==> config.mk <==
export PLATFORM = sky130hd
export DESIGN_NAME = tile_net_if
export DESIGN_NICKNAME = d
export VERILOG_FILES = /design/src/net_pkt_pkg.sv /design/src/core_req_pkg.sv /design/src/eva_to_npa.sv /design/src/out_credit_counter.sv /design/src/return_fifo.sv /design/src/network_tx.sv /design/src/tile_net_if.sv
export VERILOG_INCLUDE_DIRS = /design/src /design/src/src
export SDC_FILE = /design/constraint.sdc
export NUM_CORES = 1
export LEC_CHECK = 0
export CAP_MARGIN = 20
export CELL_PAD_IN_SITES_DETAIL_PLACEMENT = 1
export CELL_PAD_IN_SITES_GLOBAL_PLACEMENT = 2
export CORE_MARGIN = 10
export CORE_UTILIZATION = 39
export DETAILED_ROUTE_END_ITERATION = 16
export DONT_BUFFER_PORTS = 1
export GPL_ROUTABILITY_DRIVEN = 0
export PLACE_DENSITY = 0.95
export SYNTH_ARGS = -nofsm -noshare
export SYNTH_HDL_FRONTEND = slang
export SYNTH_SLANG_ARGS = --single-unit
==> constraint.sdc <==
create_clock -name clk_i -period 5 [get_ports clk_i]
set_input_delay 0.25 -clock clk_i [delete_from_list [all_inputs] [get_ports clk_i]]
set_output_delay 0.25 -clock clk_i [all_outputs]
set_load 0.1 [all_outputs]
==> src/tile_net_defs.svh <==
/*
 * Widths, mesh size, credit and buffer sizes, and EVA field positions
 * shared by the tile network interface. Include before any package or module.
 */
`ifndef TILE_NET_DEFS_SVH
`define TILE_NET_DEFS_SVH

`define DATA_W       32
`define ADDR_W       16
`define EVA_W        32
`define X_W          4
`define Y_W          4
`define REG_W        5
`define OP_EX_W      4
`define LOAD_INFO_W  4

`define NUM_TILES_X  4
`define DRAM_Y       8
`define BLOCK_WORDS  8

`define MAX_CREDITS  4
`define CREDIT_W     3
`define RET_DEPTH    2

// eva field positions
`define EPA_LSB      2
`define TG_X_LSB     26
`define TG_Y_LSB     22
`define GL_X_LSB     25
`define GL_Y_LSB     21

`endif

==> src/net_pkt_pkg.sv <==
/*
 * Network-side packet types: op and return codes, the request payload
 * word and the request and return packet layouts.
 */
`include "tile_net_defs.svh"

package net_pkt_pkg;

  typedef enum logic [1:0] {
    e_remote_load  = 2'd0,
    e_remote_store = 2'd1,
    e_remote_amo   = 2'd2
  } net_op_e;

  typedef enum logic [1:0] {
    e_return_int_wb   = 2'd0,
    e_return_float_wb = 2'd1,
    e_return_ifetch   = 2'd2,
    e_return_credit   = 2'd3
  } ret_type_e;

  // load info sits in the low bits of the payload word
  typedef struct packed {
    logic [`DATA_W-`LOAD_INFO_W-1:0] reserved;
    logic                            float_wb;
    logic                            is_unsigned;
    logic [1:0]                      size;
  } load_info_s;

  // store/amo data or load info, chosen by op
  typedef union packed {
    logic [`DATA_W-1:0] data;
    load_info_s         load_info;
  } payload_u;

  typedef struct packed {
    net_op_e               op;
    logic [`OP_EX_W-1:0]   op_ex;
    logic [`ADDR_W-1:0]    addr;
    payload_u              payload;
    logic [`REG_W-1:0]     reg_id;
    logic [`X_W-1:0]       src_x;
    logic [`Y_W-1:0]       src_y;
    logic [`X_W-1:0]       x;
    logic [`Y_W-1:0]       y;
  } req_pkt_s;

  typedef struct packed {
    ret_type_e             ret_type;
    logic [`DATA_W-1:0]    data;
    logic [`REG_W-1:0]     reg_id;
  } ret_pkt_s;

endpackage

==> src/core_req_pkg.sv <==
/*
 * Core-side types: the remote request the core presents and the
 * writeback response returned to its register files.
 */
`include "tile_net_defs.svh"

package core_req_pkg;

  typedef struct packed {
    logic [`EVA_W-1:0]       addr;
    logic [`DATA_W-1:0]      data;
    logic [`OP_EX_W-1:0]     mask;
    logic                    write_not_read;
    logic                    is_amo_op;
    logic [`OP_EX_W-1:0]     amo_type;
    logic [`REG_W-1:0]       reg_id;
    // {float_wb, is_unsigned, size[1:0]}
    logic [`LOAD_INFO_W-1:0] load_info;
  } remote_req_s;

  typedef struct packed {
    logic [`REG_W-1:0]       rd;
    logic [`DATA_W-1:0]      data;
  } wb_resp_s;

endpackage

==> src/eva_to_npa.sv <==
/*
 * Translates a core EVA into a node-physical address: destination x, y
 * and endpoint word address. Purely combinational.
 */
`timescale 1ns/10ps
`include "tile_net_defs.svh"

module eva_to_npa (
  input  logic [`EVA_W-1:0]  eva_i,
  input  logic               dram_enable_i,
  input  logic [`X_W-1:0]    tgo_x_i,
  input  logic [`Y_W-1:0]    tgo_y_i,
  output logic [`X_W-1:0]    x_o,
  output logic [`Y_W-1:0]    y_o,
  output logic [`ADDR_W-1:0] epa_o,
  output logic               invalid_o
);

  localparam int OFS_W   = $clog2(`BLOCK_WORDS);
  localparam int COL_W   = $clog2(`NUM_TILES_X);
  // word address below the dram region bit
  localparam int DWORD_W = `EVA_W - 1 - `EPA_LSB;
  localparam int BLK_W   = DWORD_W - OFS_W;
  localparam logic [`Y_W-1:0] DRAM_ROW = `Y_W'(`DRAM_Y);

  logic [DWORD_W-1:0]       dram_word;
  logic [BLK_W-1:0]         block_idx;
  logic [OFS_W-1:0]         word_ofs;
  logic [DWORD_W-COL_W-1:0] dram_epa;

  assign dram_word = eva_i[`EVA_W-2:`EPA_LSB];
  assign block_idx = dram_word[DWORD_W-1:OFS_W];
  assign word_ofs  = dram_word[OFS_W-1:0];
  // blocks striped across columns, column bits squeezed out
  assign dram_epa  = {block_idx[BLK_W-1:COL_W], word_ofs};

  always_comb begin
    x_o       = '0;
    y_o       = '0;
    epa_o     = '0;
    invalid_o = 1'b0;

    if (eva_i[`EVA_W-1]) begin
      x_o[COL_W-1:0] = block_idx[COL_W-1:0];
      y_o            = DRAM_ROW;
      epa_o          = dram_epa[`ADDR_W-1:0];
      invalid_o      = ~dram_enable_i;
    end else if (eva_i[`EVA_W-1 -: 2] == 2'b01) begin
      // offsets relative to the tile group origin
      x_o   = tgo_x_i + eva_i[`TG_X_LSB +: `X_W];
      y_o   = tgo_y_i + eva_i[`TG_Y_LSB +: `Y_W];
      epa_o = eva_i[`EPA_LSB +: `ADDR_W];
    end else if (eva_i[`EVA_W-1 -: 3] == 3'b001) begin
      x_o   = eva_i[`GL_X_LSB +: `X_W];
      y_o   = eva_i[`GL_Y_LSB +: `Y_W];
      epa_o = eva_i[`EPA_LSB +: `ADDR_W];
    end else begin
      invalid_o = 1'b1;
    end
  end

endmodule

==> src/out_credit_counter.sv <==
/*
 * Up/down counter of outgoing request credits. Starts full after reset,
 * counts down per accepted packet and up per credit return strobe.
 */
`timescale 1ns/10ps
`include "tile_net_defs.svh"

module out_credit_counter (
  input  logic                 clk_i,
  input  logic                 rst_n_i,
  input  logic                 sent_i,
  input  logic                 credit_return_i,
  output logic [`CREDIT_W-1:0] credits_o
);

  localparam logic [`CREDIT_W-1:0] FULL_CREDITS = `CREDIT_W'(`MAX_CREDITS);

  always_ff @(posedge clk_i or negedge rst_n_i) begin
    if (!rst_n_i) begin
      credits_o <= FULL_CREDITS;
    end else begin
      case ({sent_i, credit_return_i})
        2'b10:   credits_o <= credits_o - 1'b1;
        2'b01:   credits_o <= credits_o + 1'b1;
        // both or neither leave the count alone
        default: credits_o <= credits_o;
      endcase
    end
  end

  // more returns than requests sent
  a_no_overflow: assert property (@(posedge clk_i) disable iff (!rst_n_i)
    credits_o <= FULL_CREDITS)
    else $error("credit count above maximum");

  // sender must have seen the empty count
  a_no_underflow: assert property (@(posedge clk_i) disable iff (!rst_n_i)
    sent_i |-> credits_o != '0)
    else $error("packet sent with no credits left");

endmodule

==> src/return_fifo.sv <==
/*
 * Small circular buffer holding returned packets until the core takes
 * them. An entry shows at the output the cycle after its push.
 */
`timescale 1ns/10ps
`include "tile_net_defs.svh"

module return_fifo
  import net_pkt_pkg::*;
(
  input  logic     clk_i,
  input  logic     rst_n_i,
  input  ret_pkt_s data_i,
  input  logic     v_i,
  output logic     ready_o,
  output ret_pkt_s data_o,
  output logic     v_o,
  input  logic     yumi_i,
  output logic     full_o
);

  localparam int PTR_W = (`RET_DEPTH > 1) ? $clog2(`RET_DEPTH) : 1;
  localparam int CNT_W = $clog2(`RET_DEPTH + 1);
  localparam logic [PTR_W-1:0] LAST_PTR = PTR_W'(`RET_DEPTH - 1);
  localparam logic [CNT_W-1:0] FULL_CNT = CNT_W'(`RET_DEPTH);

  ret_pkt_s         mem [`RET_DEPTH];
  logic [PTR_W-1:0] wr_ptr;
  logic [PTR_W-1:0] rd_ptr;
  logic [CNT_W-1:0] count;
  logic             push;
  logic             pop;

  function automatic logic [PTR_W-1:0] next_ptr(input logic [PTR_W-1:0] p);
    return (p == LAST_PTR) ? '0 : p + 1'b1;
  endfunction

  assign full_o  = (count == FULL_CNT);
  assign ready_o = ~full_o;
  assign v_o     = (count != '0);
  assign data_o  = mem[rd_ptr];
  assign push    = v_i & ready_o;
  assign pop     = yumi_i & v_o;

  always_ff @(posedge clk_i) begin
    if (push) begin
      mem[wr_ptr] <= data_i;
    end
  end

  always_ff @(posedge clk_i or negedge rst_n_i) begin
    if (!rst_n_i) begin
      wr_ptr <= '0;
      rd_ptr <= '0;
      count  <= '0;
    end else begin
      if (push) wr_ptr <= next_ptr(wr_ptr);
      if (pop) rd_ptr <= next_ptr(rd_ptr);
      if (push && !pop) count <= count + 1'b1;
      else if (pop && !push) count <= count - 1'b1;
    end
  end

  a_yumi_when_valid: assert property (@(posedge clk_i) disable iff (!rst_n_i)
    yumi_i |-> v_o)
    else $error("return entry taken while buffer empty");

endmodule

==> src/network_tx.sv <==
/*
 * Builds the outgoing request packet from a core request, gates it on
 * credits and address validity, and steers returned packets to the
 * ifetch, float and int writeback ports.
 */
`timescale 1ns/10ps
`include "tile_net_defs.svh"

module network_tx
  import net_pkt_pkg::*;
  import core_req_pkg::*;
(
  input  logic                 clk_i,
  input  logic                 rst_n_i,

  // core request side
  input  remote_req_s          remote_req_i,
  input  logic                 remote_req_v_i,
  output logic                 remote_req_yumi_o,

  input  logic                 dram_enable_i,
  input  logic [`X_W-1:0]      tgo_x_i,
  input  logic [`Y_W-1:0]      tgo_y_i,
  input  logic [`X_W-1:0]      my_x_i,
  input  logic [`Y_W-1:0]      my_y_i,
  input  logic [`CREDIT_W-1:0] credits_avail_i,

  // network out
  output req_pkt_s             out_pkt_o,
  output logic                 out_v_o,
  input  logic                 out_ready_i,

  // return buffer head
  input  ret_pkt_s             ret_pkt_i,
  input  logic                 ret_v_i,
  input  logic                 ret_full_i,
  output logic                 ret_yumi_o,

  // core response side
  output logic                 ifetch_v_o,
  output logic [`DATA_W-1:0]   ifetch_instr_o,
  output logic                 float_v_o,
  output wb_resp_s             float_resp_o,
  output logic                 int_v_o,
  output wb_resp_s             int_resp_o,
  output logic                 int_force_o,
  input  logic                 int_yumi_i
);

  logic              invalid_addr;
  logic [`X_W-1:0]   dest_x;
  logic [`Y_W-1:0]   dest_y;
  logic [`ADDR_W-1:0] dest_epa;

  eva_to_npa u_eva_to_npa (
    .eva_i         (remote_req_i.addr),
    .dram_enable_i (dram_enable_i),
    .tgo_x_i       (tgo_x_i),
    .tgo_y_i       (tgo_y_i),
    .x_o           (dest_x),
    .y_o           (dest_y),
    .epa_o         (dest_epa),
    .invalid_o     (invalid_addr)
  );

  always_comb begin
    if (remote_req_i.write_not_read || remote_req_i.is_amo_op) begin
      out_pkt_o.payload.data = remote_req_i.data;
    end else begin
      out_pkt_o.payload.load_info.reserved = '0;
      {out_pkt_o.payload.load_info.float_wb,
       out_pkt_o.payload.load_info.is_unsigned,
       out_pkt_o.payload.load_info.size} = remote_req_i.load_info;
    end

    if (remote_req_i.is_amo_op) begin
      out_pkt_o.op    = e_remote_amo;
      out_pkt_o.op_ex = remote_req_i.amo_type;
    end else begin
      out_pkt_o.op    = remote_req_i.write_not_read ? e_remote_store : e_remote_load;
      out_pkt_o.op_ex = remote_req_i.mask;
    end

    out_pkt_o.addr   = dest_epa;
    out_pkt_o.reg_id = remote_req_i.reg_id;
    out_pkt_o.src_x  = my_x_i;
    out_pkt_o.src_y  = my_y_i;
    out_pkt_o.x      = dest_x;
    out_pkt_o.y      = dest_y;
  end

  // bad addresses are taken and dropped without reaching the network
  assign out_v_o           = remote_req_v_i & (|credits_avail_i) & ~invalid_addr;
  assign remote_req_yumi_o = (out_v_o & out_ready_i) | (remote_req_v_i & invalid_addr);

  assign ifetch_v_o = ret_v_i & (ret_pkt_i.ret_type == e_return_ifetch);
  assign float_v_o  = ret_v_i & (ret_pkt_i.ret_type == e_return_float_wb);
  assign int_v_o    = ret_v_i & ~ifetch_v_o & ~float_v_o;

  assign ifetch_instr_o = ret_pkt_i.data;
  assign float_resp_o   = '{rd: ret_pkt_i.reg_id, data: ret_pkt_i.data};
  assign int_resp_o     = '{rd: ret_pkt_i.reg_id, data: ret_pkt_i.data};

  // full buffer forces the int writeback through
  assign int_force_o = int_v_o & ret_full_i;
  assign ret_yumi_o  = ifetch_v_o | float_v_o | (int_v_o & (int_yumi_i | ret_full_i));

  // credits are counted in the network, never queued for the core
  a_no_credit_ret: assert property (@(posedge clk_i) disable iff (!rst_n_i)
    ret_v_i |-> ret_pkt_i.ret_type != e_return_credit)
    else $error("credit packet reached the return buffer head");

endmodule

==> src/tile_net_if.sv <==
/*
 * Network interface of one compute tile. Ties the packet builder and
 * return steering to the credit counter and the return buffer.
 */
`timescale 1ns/10ps
`include "tile_net_defs.svh"

module tile_net_if
  import net_pkt_pkg::*;
  import core_req_pkg::*;
(
  input  logic               clk_i,
  input  logic               rst_n_i,

  input  remote_req_s        remote_req_i,
  input  logic               remote_req_v_i,
  output logic               remote_req_yumi_o,

  output req_pkt_s           out_pkt_o,
  output logic               out_v_o,
  input  logic               out_ready_i,
  input  logic               credit_return_i,

  input  ret_pkt_s           ret_pkt_i,
  input  logic               ret_v_i,
  output logic               ret_ready_o,

  output logic               ifetch_v_o,
  output logic [`DATA_W-1:0] ifetch_instr_o,
  output logic               float_v_o,
  output wb_resp_s           float_resp_o,
  output logic               int_v_o,
  output wb_resp_s           int_resp_o,
  output logic               int_force_o,
  input  logic               int_yumi_i,

  input  logic               dram_enable_i,
  input  logic [`X_W-1:0]    tgo_x_i,
  input  logic [`Y_W-1:0]    tgo_y_i,
  input  logic [`X_W-1:0]    my_x_i,
  input  logic [`Y_W-1:0]    my_y_i
);

  logic [`CREDIT_W-1:0] credits;
  logic                 pkt_sent;
  ret_pkt_s             head_pkt;
  logic                 head_v;
  logic                 head_yumi;
  logic                 ret_full;

  // a packet leaves only on the valid/ready handshake
  assign pkt_sent = out_v_o & out_ready_i;

  out_credit_counter u_credits (
    .clk_i           (clk_i),
    .rst_n_i         (rst_n_i),
    .sent_i          (pkt_sent),
    .credit_return_i (credit_return_i),
    .credits_o       (credits)
  );

  return_fifo u_ret_fifo (
    .clk_i   (clk_i),
    .rst_n_i (rst_n_i),
    .data_i  (ret_pkt_i),
    .v_i     (ret_v_i),
    .ready_o (ret_ready_o),
    .data_o  (head_pkt),
    .v_o     (head_v),
    .yumi_i  (head_yumi),
    .full_o  (ret_full)
  );

  network_tx u_tx (
    .clk_i             (clk_i),
    .rst_n_i           (rst_n_i),
    .remote_req_i      (remote_req_i),
    .remote_req_v_i    (remote_req_v_i),
    .remote_req_yumi_o (remote_req_yumi_o),
    .dram_enable_i     (dram_enable_i),
    .tgo_x_i           (tgo_x_i),
    .tgo_y_i           (tgo_y_i),
    .my_x_i            (my_x_i),
    .my_y_i            (my_y_i),
    .credits_avail_i   (credits),
    .out_pkt_o         (out_pkt_o),
    .out_v_o           (out_v_o),
    .out_ready_i       (out_ready_i),
    .ret_pkt_i         (head_pkt),
    .ret_v_i           (head_v),
    .ret_full_i        (ret_full),
    .ret_yumi_o        (head_yumi),
    .ifetch_v_o        (ifetch_v_o),
    .ifetch_instr_o    (ifetch_instr_o),
    .float_v_o         (float_v_o),
    .float_resp_o      (float_resp_o),
    .int_v_o           (int_v_o),
    .int_resp_o        (int_resp_o),
    .int_force_o       (int_force_o),
    .int_yumi_i        (int_yumi_i)
  );

endmodule

==> results.py, run 1 <==
metrics = {
    "critical_path": {
        "cp.required_ns": 4.75,
        "arrival_ns": 2.65,
        "r2r-end": "u_ret_fifo.mem[1][29]$_DFFE_PP_",
        "crit_type": "reg2out",
        "r2r_slack_ns": 2.23,
        "worst-path-max-fanout": 31,
        "critPathCaptureType": "output pin",
        "r2r_cells": 2,
        "r2r_start": "u_ret_fifo.count[0]$_DFFE_PN0P_",
        "start_kind": "flip-flop",
    },
    "layout": {
        "nets": 491,
        "fillCellCount": 1186,
        "utilization_pct": 44.2,
        "drive_gt1_share_pct": 40.5,
        "syn_to_final_growth_pct": 10.1,
        "fin_area_mm2": 0.00533,
    },
    "clock_network": {
        "cts_setup_buffers": 0,
        "cts_max_level": 3,
        "postCtsHoldBufs": 9,
        "cts_buffers": 9,
        "clock-sinks": 85,
        "cts_buffer_depth": 2,
        "cts_tree": "yes",
        "clk_pin_slew_ns": 0.06,
        "cts-root-buf": "clkbuf_16",
        "insertion_delay_ns": 0.32,
        "post_cts_resized": 0,
    },
    "yosys": {
        "synthesis.area_mm2": 0.00484,
        "synth_ff_type": "edfxtp_1",
        "async_flop_share_pct": 8.24,
        "synth_edf_count": 78,
        "syn-mean-instance-area_um2": 12.8,
        "netlist_instances": 378,
        "syn_nets": 535,
        "synth_top_area_share_pct": 48.4,
        "synth_common_cells": "buf_4 (86), edfxtp_1 (78), mux2_2 (46), nor2b_1 (29), nor2_1 (24)",
        "netlist_top_cells_area": "edfxtp_1 (48%), buf_4 (13%), mux2_2 (11%)",
        "seq_area_frac_synth_pct": 52.1,
        "ys_ff_latch": 85,
        "synth_top_cell_by_area": "edfxtp_1",
        "yosys.cell_types.count": 43,
        "synth.most_common_cell": "buf_4",
        "ys_warn_count": 0,
    },
    "worst_hold_path": {
        "min_path_cells": 0,
        "min_from": "ret_pkt_i[15]",
        "worstHoldPathType": "in2reg",
        "hold_path_end": "u_ret_fifo.mem[1][15]$_DFFE_PP_",
    },
    "drt": {
        "drt_iter0_drc": 99,
        "ant_nets": 0,
        "wl_um": 14400,
        "drc": 0,
        "wl_per_cell_um": 28.5,
        "vias": 2670,
        "first_pass_iters": 4,
        "drt-vias-per-instance": 5.27,
    },
    "outcome": {
        "status": "finished, final reports clean",
    },
    "floorplanning": {
        "fp.dieH_um": 131,
        "core_area_mm2": 0.0121,
        "chipWidth_um": 131,
        "start_util_pct": 40.1,
        "io_pins": 334,
        "design.die.area_mm2": 0.0173,
        "rows": 40,
    },
    "global_route": {
        "grt_overflow": 0,
        "grt_pass1_wl_um": 20100,
        "antenna_found_initial": 1,
        "grt_max_degree": 40,
        "grt_util_all_layers_pct": 15.7,
        "grt_pass1_vias": 2899,
    },
    "timing": {
        "min_period_ns": 2.90,
        "finClkSkew_ns": 0.00869,
        "tightestPinTransition_ns": 1.15,
        "grt_setup_unrepaired": "no",
        "drv_slew": 0,
        "hold_viol": 0,
        "finalCritPeriodShare_pct": 58.0,
        "tns_ns": 0,
        "setup_viol": 0,
        "finalWorstSetupSlack_ns": 2.10,
        "max_clock_freq_ghz": 0.345,
        "relSlewSlack_pct": 22.7,
    },
    "place": {
        "placed_area_mm2": 0.00474,
        "port-buffer-count": 0,
        "post-dp-hpwl_um": 11700,
        "place_worst_setup_slack_ns": 1.91,
    },
    "flow_run": {
        "maxCapViolations": 0,
    },
}
through the flow:
step | hold WS [ns] | std cells
floorplan | -0.0456 | 378
global placement | -0.0453 | 462
detailed placement | -0.0454 | 462
CTS | 0.000330 | 486
global route | 0.000346 | 507
finish | 0.0224 | 507
layer usage:
metal	GRT usage, %	vias to the layer above	share of wire [%]
met5	0	-	0
met4	8.78	0	4.1
met3	7.36	27	10
met2	28.0	192	53
met1	14.3	1291	32
li1	-	1160	-
cell usage in the layout (no fill, tap or decap), types with 5 or more instances in the layout:
master	synthesis	layout
mux2i_1	14	14
clkbuf_16	0	9
a22oi_1	5	5
mux2_2	46	14
buf_4	86	12
dfrtp_1	6	5
nor2_2	0	19
dlygate4sd3_1	0	28
edfxtp_1	78	78
ha_1	8	8
nand2_1	5	5
and2b_1	5	5
mux2_4	0	32
xor2_1	7	7
xnor2_1	7	7
nor2b_2	0	28
inv_1	8	8
how the worst max path moves through the flow:
| stage | start | to | slack (ns) | cells after the start |
|---|---|---|---|---|
| after floorplan | u_credits.credits_o[2]$_DFFE_PN1P_ | u_credits.credits_o[1]$_DFFE_PN0P_ | 1.05 | 7 |
| after global placement | u_ret_fifo.count[0]$_DFFE_PN0P_ | u_ret_fifo.mem[0][3]$_DFFE_PP_ | 2.00 | 3 |
| after detailed placement | u_ret_fifo.count[0]$_DFFE_PN0P_ | u_ret_fifo.mem[0][20]$_DFFE_PP_ | 1.91 | 3 |
| after CTS | u_ret_fifo.count[0]$_DFFE_PN0P_ | u_ret_fifo.mem[0][37]$_DFFE_PP_ | 1.92 | 3 |
| after global routing | u_ret_fifo.rd_ptr$_DFFE_PN0P_ | int_force_o | 1.93 | 3 |
| final | u_ret_fifo.rd_ptr$_DFFE_PN0P_ | int_force_o | 2.10 | 3 |
final cells by class:
type,instances,area [µm²],share of cell area (%)
Multi-Input combinational cell,187,1830,34.4
Clock buffer,9,225,4.23
Tap cell,168,210,3.94
Antenna cell,1,2.50,0.0470
Inverter,8,30.0,0.564
Timing Repair Buffer,43,445,8.36
Clock inverter,6,63.8,1.20
Sequential cell,85,2520,47.3
sequential cells by signal, summed over array words and instances, names as in the netlist:
signal,cells
u_ret_fifo.mem,78
u_ret_fifo.count,2
u_ret_fifo.wr_ptr,1
u_credits.credits_o,3
u_ret_fifo.rd_ptr,1
kinds of logic (layout without fill, tap and decap cells):
group	count (synthesis)	in the layout	share of synthesized area, %
adders and majority gates	11	11	3.31
xor gates and xnor gates	14	14	2.53
DFF	85	85	52.1
buffers and inverters	106	66	15.6
AOI/OAI and AO/OA	23	23	3.47
other	0	1	0
muxes	60	60	13.6
and+or+nand+nor	79	79	9.44
critical path, stage by stage (launching register included):
cell and delay, ns:
dfrtp_2 0.67, buf_4 0.52, mux2i_1 0.25, nor2_2 0.86
Power of run 1 is not shown: default switching activity piles up to over one toggle a cycle in this logic, so the estimate is an artifact.
==> inputs of run 2 (changes only) <==
--- a/config.mk
+++ b/config.mk
@@ -6,15 +6,16 @@
 export SDC_FILE = /design/constraint.sdc
 export NUM_CORES = 1
 export LEC_CHECK = 0
+export ABC_AREA = 1
 export CAP_MARGIN = 20
 export CELL_PAD_IN_SITES_DETAIL_PLACEMENT = 1
 export CELL_PAD_IN_SITES_GLOBAL_PLACEMENT = 2
 export CORE_MARGIN = 10
-export CORE_UTILIZATION = 39
+export CORE_UTILIZATION = 31
 export DETAILED_ROUTE_END_ITERATION = 16
 export DONT_BUFFER_PORTS = 1
 export GPL_ROUTABILITY_DRIVEN = 0
-export PLACE_DENSITY = 0.95
+export PLACE_DENSITY = 0.88
 export SYNTH_ARGS = -nofsm -noshare
 export SYNTH_HDL_FRONTEND = slang
 export SYNTH_SLANG_ARGS = --single-unit
==> constraint.sdc (replaced) <==
create_clock -name clk_i -period 2.57 [get_ports clk_i]
set_input_delay 0.1285 -clock clk_i [delete_from_list [all_inputs] [get_ports clk_i]]
set_output_delay 0.1285 -clock clk_i [all_outputs]
set_load 0.1 [all_outputs]
==> run 2 against run 1 <==
  * Cell area increased by 35%
  * Final cell count increased by 60%
  * Register-to-register slack got worse by 1.7 ns
  * Synthesized cell count increased by 37%
  * Critical path depth increased by 2
  * Non-clock buffer count increased by 119
  * Critical path type unchanged
==> results.py, run 2 <==
metrics = {
    "clock_network": {
        "post_cts_resized": 0,
        "clock-sinks": 85,
        "postCtsHoldBufs": 40,
        "insertion_delay_ns": 0.34,
        "cts-root-buf": "clkbuf_16",
        "clk_pin_slew_ns": 0.06,
        "cts_buffer_depth": 2,
        "cts_max_level": 3,
        "cts_buffers": 9,
        "cts_setup_buffers": 0,
        "cts_tree": "yes",
    },
    "critical_path": {
        "crit_slowest_cell": "dfrtp_1",
        "arrival_ns": 2.06,
        "path_cells": "inv_4 -> buf_4 -> nand2_1 -> nand2_4 -> buf_12",
        "critPathCaptureType": "output pin",
        "cp.required_ns": 2.44,
        "r2r_slack_ns": 0.58,
        "path_buf_inv": 3,
        "crit_type": "reg2out",
        "crit_family": "buffers and inverters",
        "cpPeakStageDelay_ns": 0.52,
        "start_kind": "flip-flop",
        "worst-path-max-fanout": 35,
    },
    "layout": {
        "drive_gt1_share_pct": 41.5,
        "largest_register_ffs": 78,
        "layout_commonest_cell": "nand2_1",
        "layout_common_cells": "nand2_1 (111), edfxtp_1 (78), buf_4 (63), buf_12 (58), inv_1 (55)",
        "nets": 752,
        "num_antenna_cells": 0,
        "reg_top3": "u_ret_fifo.mem (78), u_credits.credits_o (3), u_ret_fifo.count (2)",
        "syn_to_final_growth_pct": 48.0,
        "largest-register": "u_ret_fifo.mem",
        "finalNonFillerCells": 811,
        "fin_area_mm2": 0.00721,
    },
    "global_route": {
        "grt_max_degree": 36,
        "grt_pass1_wl_um": 27700,
        "antenna_found_initial": 0,
        "grt_overflow": 0,
        "grt_pass1_vias": 4359,
        "grt_util_all_layers_pct": 16.8,
    },
    "floorplanning": {
        "design.die.area_mm2": 0.0211,
        "chipWidth_um": 145,
        "core_area_mm2": 0.0153,
        "start_util_pct": 31.8,
        "io_pins": 334,
        "rows": 45,
        "fp.dieH_um": 145,
    },
    "yosys": {
        "netlist_top_cells_area": "edfxtp_1 (48%), buf_4 (14%), nand2_1 (11%)",
        "netlist_instances": 519,
        "synth_ff_type": "edfxtp_1",
        "synth_common_cells": "nand2_1 (148), buf_4 (88), edfxtp_1 (78), inv_1 (55), nor2_1 (50)",
        "ys_ff_latch": 85,
        "synth_top_area_share_pct": 48.1,
        "synth_edf_count": 78,
        "synth.most_common_cell": "nand2_1",
        "syn-mean-instance-area_um2": 9.38,
        "seq_area_frac_synth_pct": 51.7,
        "syn_nets": 676,
        "synth_top_cell_by_area": "edfxtp_1",
        "synthesis.area_mm2": 0.00487,
        "yosys.cell_types.count": 28,
        "async_flop_share_pct": 8.24,
        "ys_warn_count": 0,
    },
    "drt": {
        "first_pass_iters": 4,
        "wl_um": 18500,
        "vias": 3830,
        "ant_nets": 0,
        "drt-vias-per-instance": 4.72,
        "drt_iter0_drc": 122,
        "drc": 0,
        "wl_per_cell_um": 22.8,
    },
    "timing": {
        "setup_viol": 0,
        "hold_viol": 0,
        "drv_slew": 0,
        "relSlewSlack_pct": 24.2,
        "tightestPinTransition_ns": 1.14,
        "min_period_ns": 2.19,
        "tns_ns": 0,
        "grt_setup_unrepaired": "no",
        "holdWs_ns": 0.0931,
        "max_clock_freq_ghz": 0.457,
        "finalCritPeriodShare_pct": 85.1,
        "finClkSkew_ns": 0.00847,
    },
    "place": {
        "place_inst": 755,
        "placed_area_mm2": 0.00653,
        "post-dp-hpwl_um": 14200,
        "port-buffer-count": 0,
    },
    "worst_hold_path": {
        "worstHoldPathType": "in2reg",
    },
    "outcome": {
        "status": "finished, final reports clean",
    },
    "flow_run": {
        "maxCapViolations": 0,
    },
}
## run 2: cell types whose count changed after synthesis, sizes merged, moves of 6 or more
cell    before  now
nor2b       30    0
nand2        5  153
nor2        25   53
nand3        2   14
inv          8   59
mux2i       14    0
a211oi       0    6
mux2        46    9
o21ai        2   13
## run 2: stage by stage
step,utilization (%),setup slack [ns]
2_1_floorplan,-,-0.293
3_3_place_gp,42.6,0.643
3_5_place_dp,42.6,0.585
4_1_cts,47.1,0.372
5_1_grt,47.1,0.262
6_report,47.1,0.383
## run 2: cells by family after synthesis
kind of cell             after synthesis  synth area share [%]
flip-flops                            85                  51.7
XOR/XNOR                               7                  1.26
multiplexers                           9                  2.08
AO/OA/AOI/OAI                         31                  3.83
AND/OR/NAND/NOR                      220                  18.0
adder cells (fa/ha/maj)               11                  3.29
buffers and inverters                156                  19.8
## run 2: routing by layer
| layer | track usage [%] | share of wire (%) |
|---|---|---|
| met2 | 30.9 | 52 |
| met1 | 16.6 | 35 |
| met3 | 6.74 | 9.8 |
| met5 | 0 | 0 |
| met4 | 6.37 | 3.6 |
## run 2: worst reg2reg max path, cell delays in order (launching register included)
cell	delay (ns)
dfstp_2	0.52
inv_1	0.05
nand2_1	0.07
nand2_1	0.08
nor2_4	0.12
nand2_2	0.06
ha_1	0.18
inv_1	0.10
fa_1	0.43
mux2_2	0.28
## run 2: path summary, 6_finish.rpt
check / endpoint / from / cells after the start
max: float_resp_o[31] / u_ret_fifo.rd_ptr$_DFFE_PN0P_ / 5
min: u_credits.credits_o[0]$_DFFE_PN0P_ / credit_return_i / 2
max reg2reg: u_credits.credits_o[1]$_DFFE_PN0P_ / u_credits.credits_o[2]$_DFFE_PN1P_ / 9
min reg2reg: u_ret_fifo.count[1]$_DFFE_PN0P_ / u_ret_fifo.count[1]$_DFFE_PN0P_ / 1
max in group asynchronous: u_credits.credits_o[2]$_DFFE_PN1P_ / rst_n_i / 1
min in group asynchronous: u_ret_fifo.count[1]$_DFFE_PN0P_ / rst_n_i / 1
## run 2: area by class of cell
cell class / instances / area, µm²
sequential: 85 / 2520
tap: 211 / 264
timing repair buffer: 162 / 2060
clock buffer: 9 / 225
inverter: 59 / 226
multi-input combinational: 278 / 1860
fill: 1634 / 8110
clock inverter: 7 / 50.0
Power of run 2 is left out for the same reason.
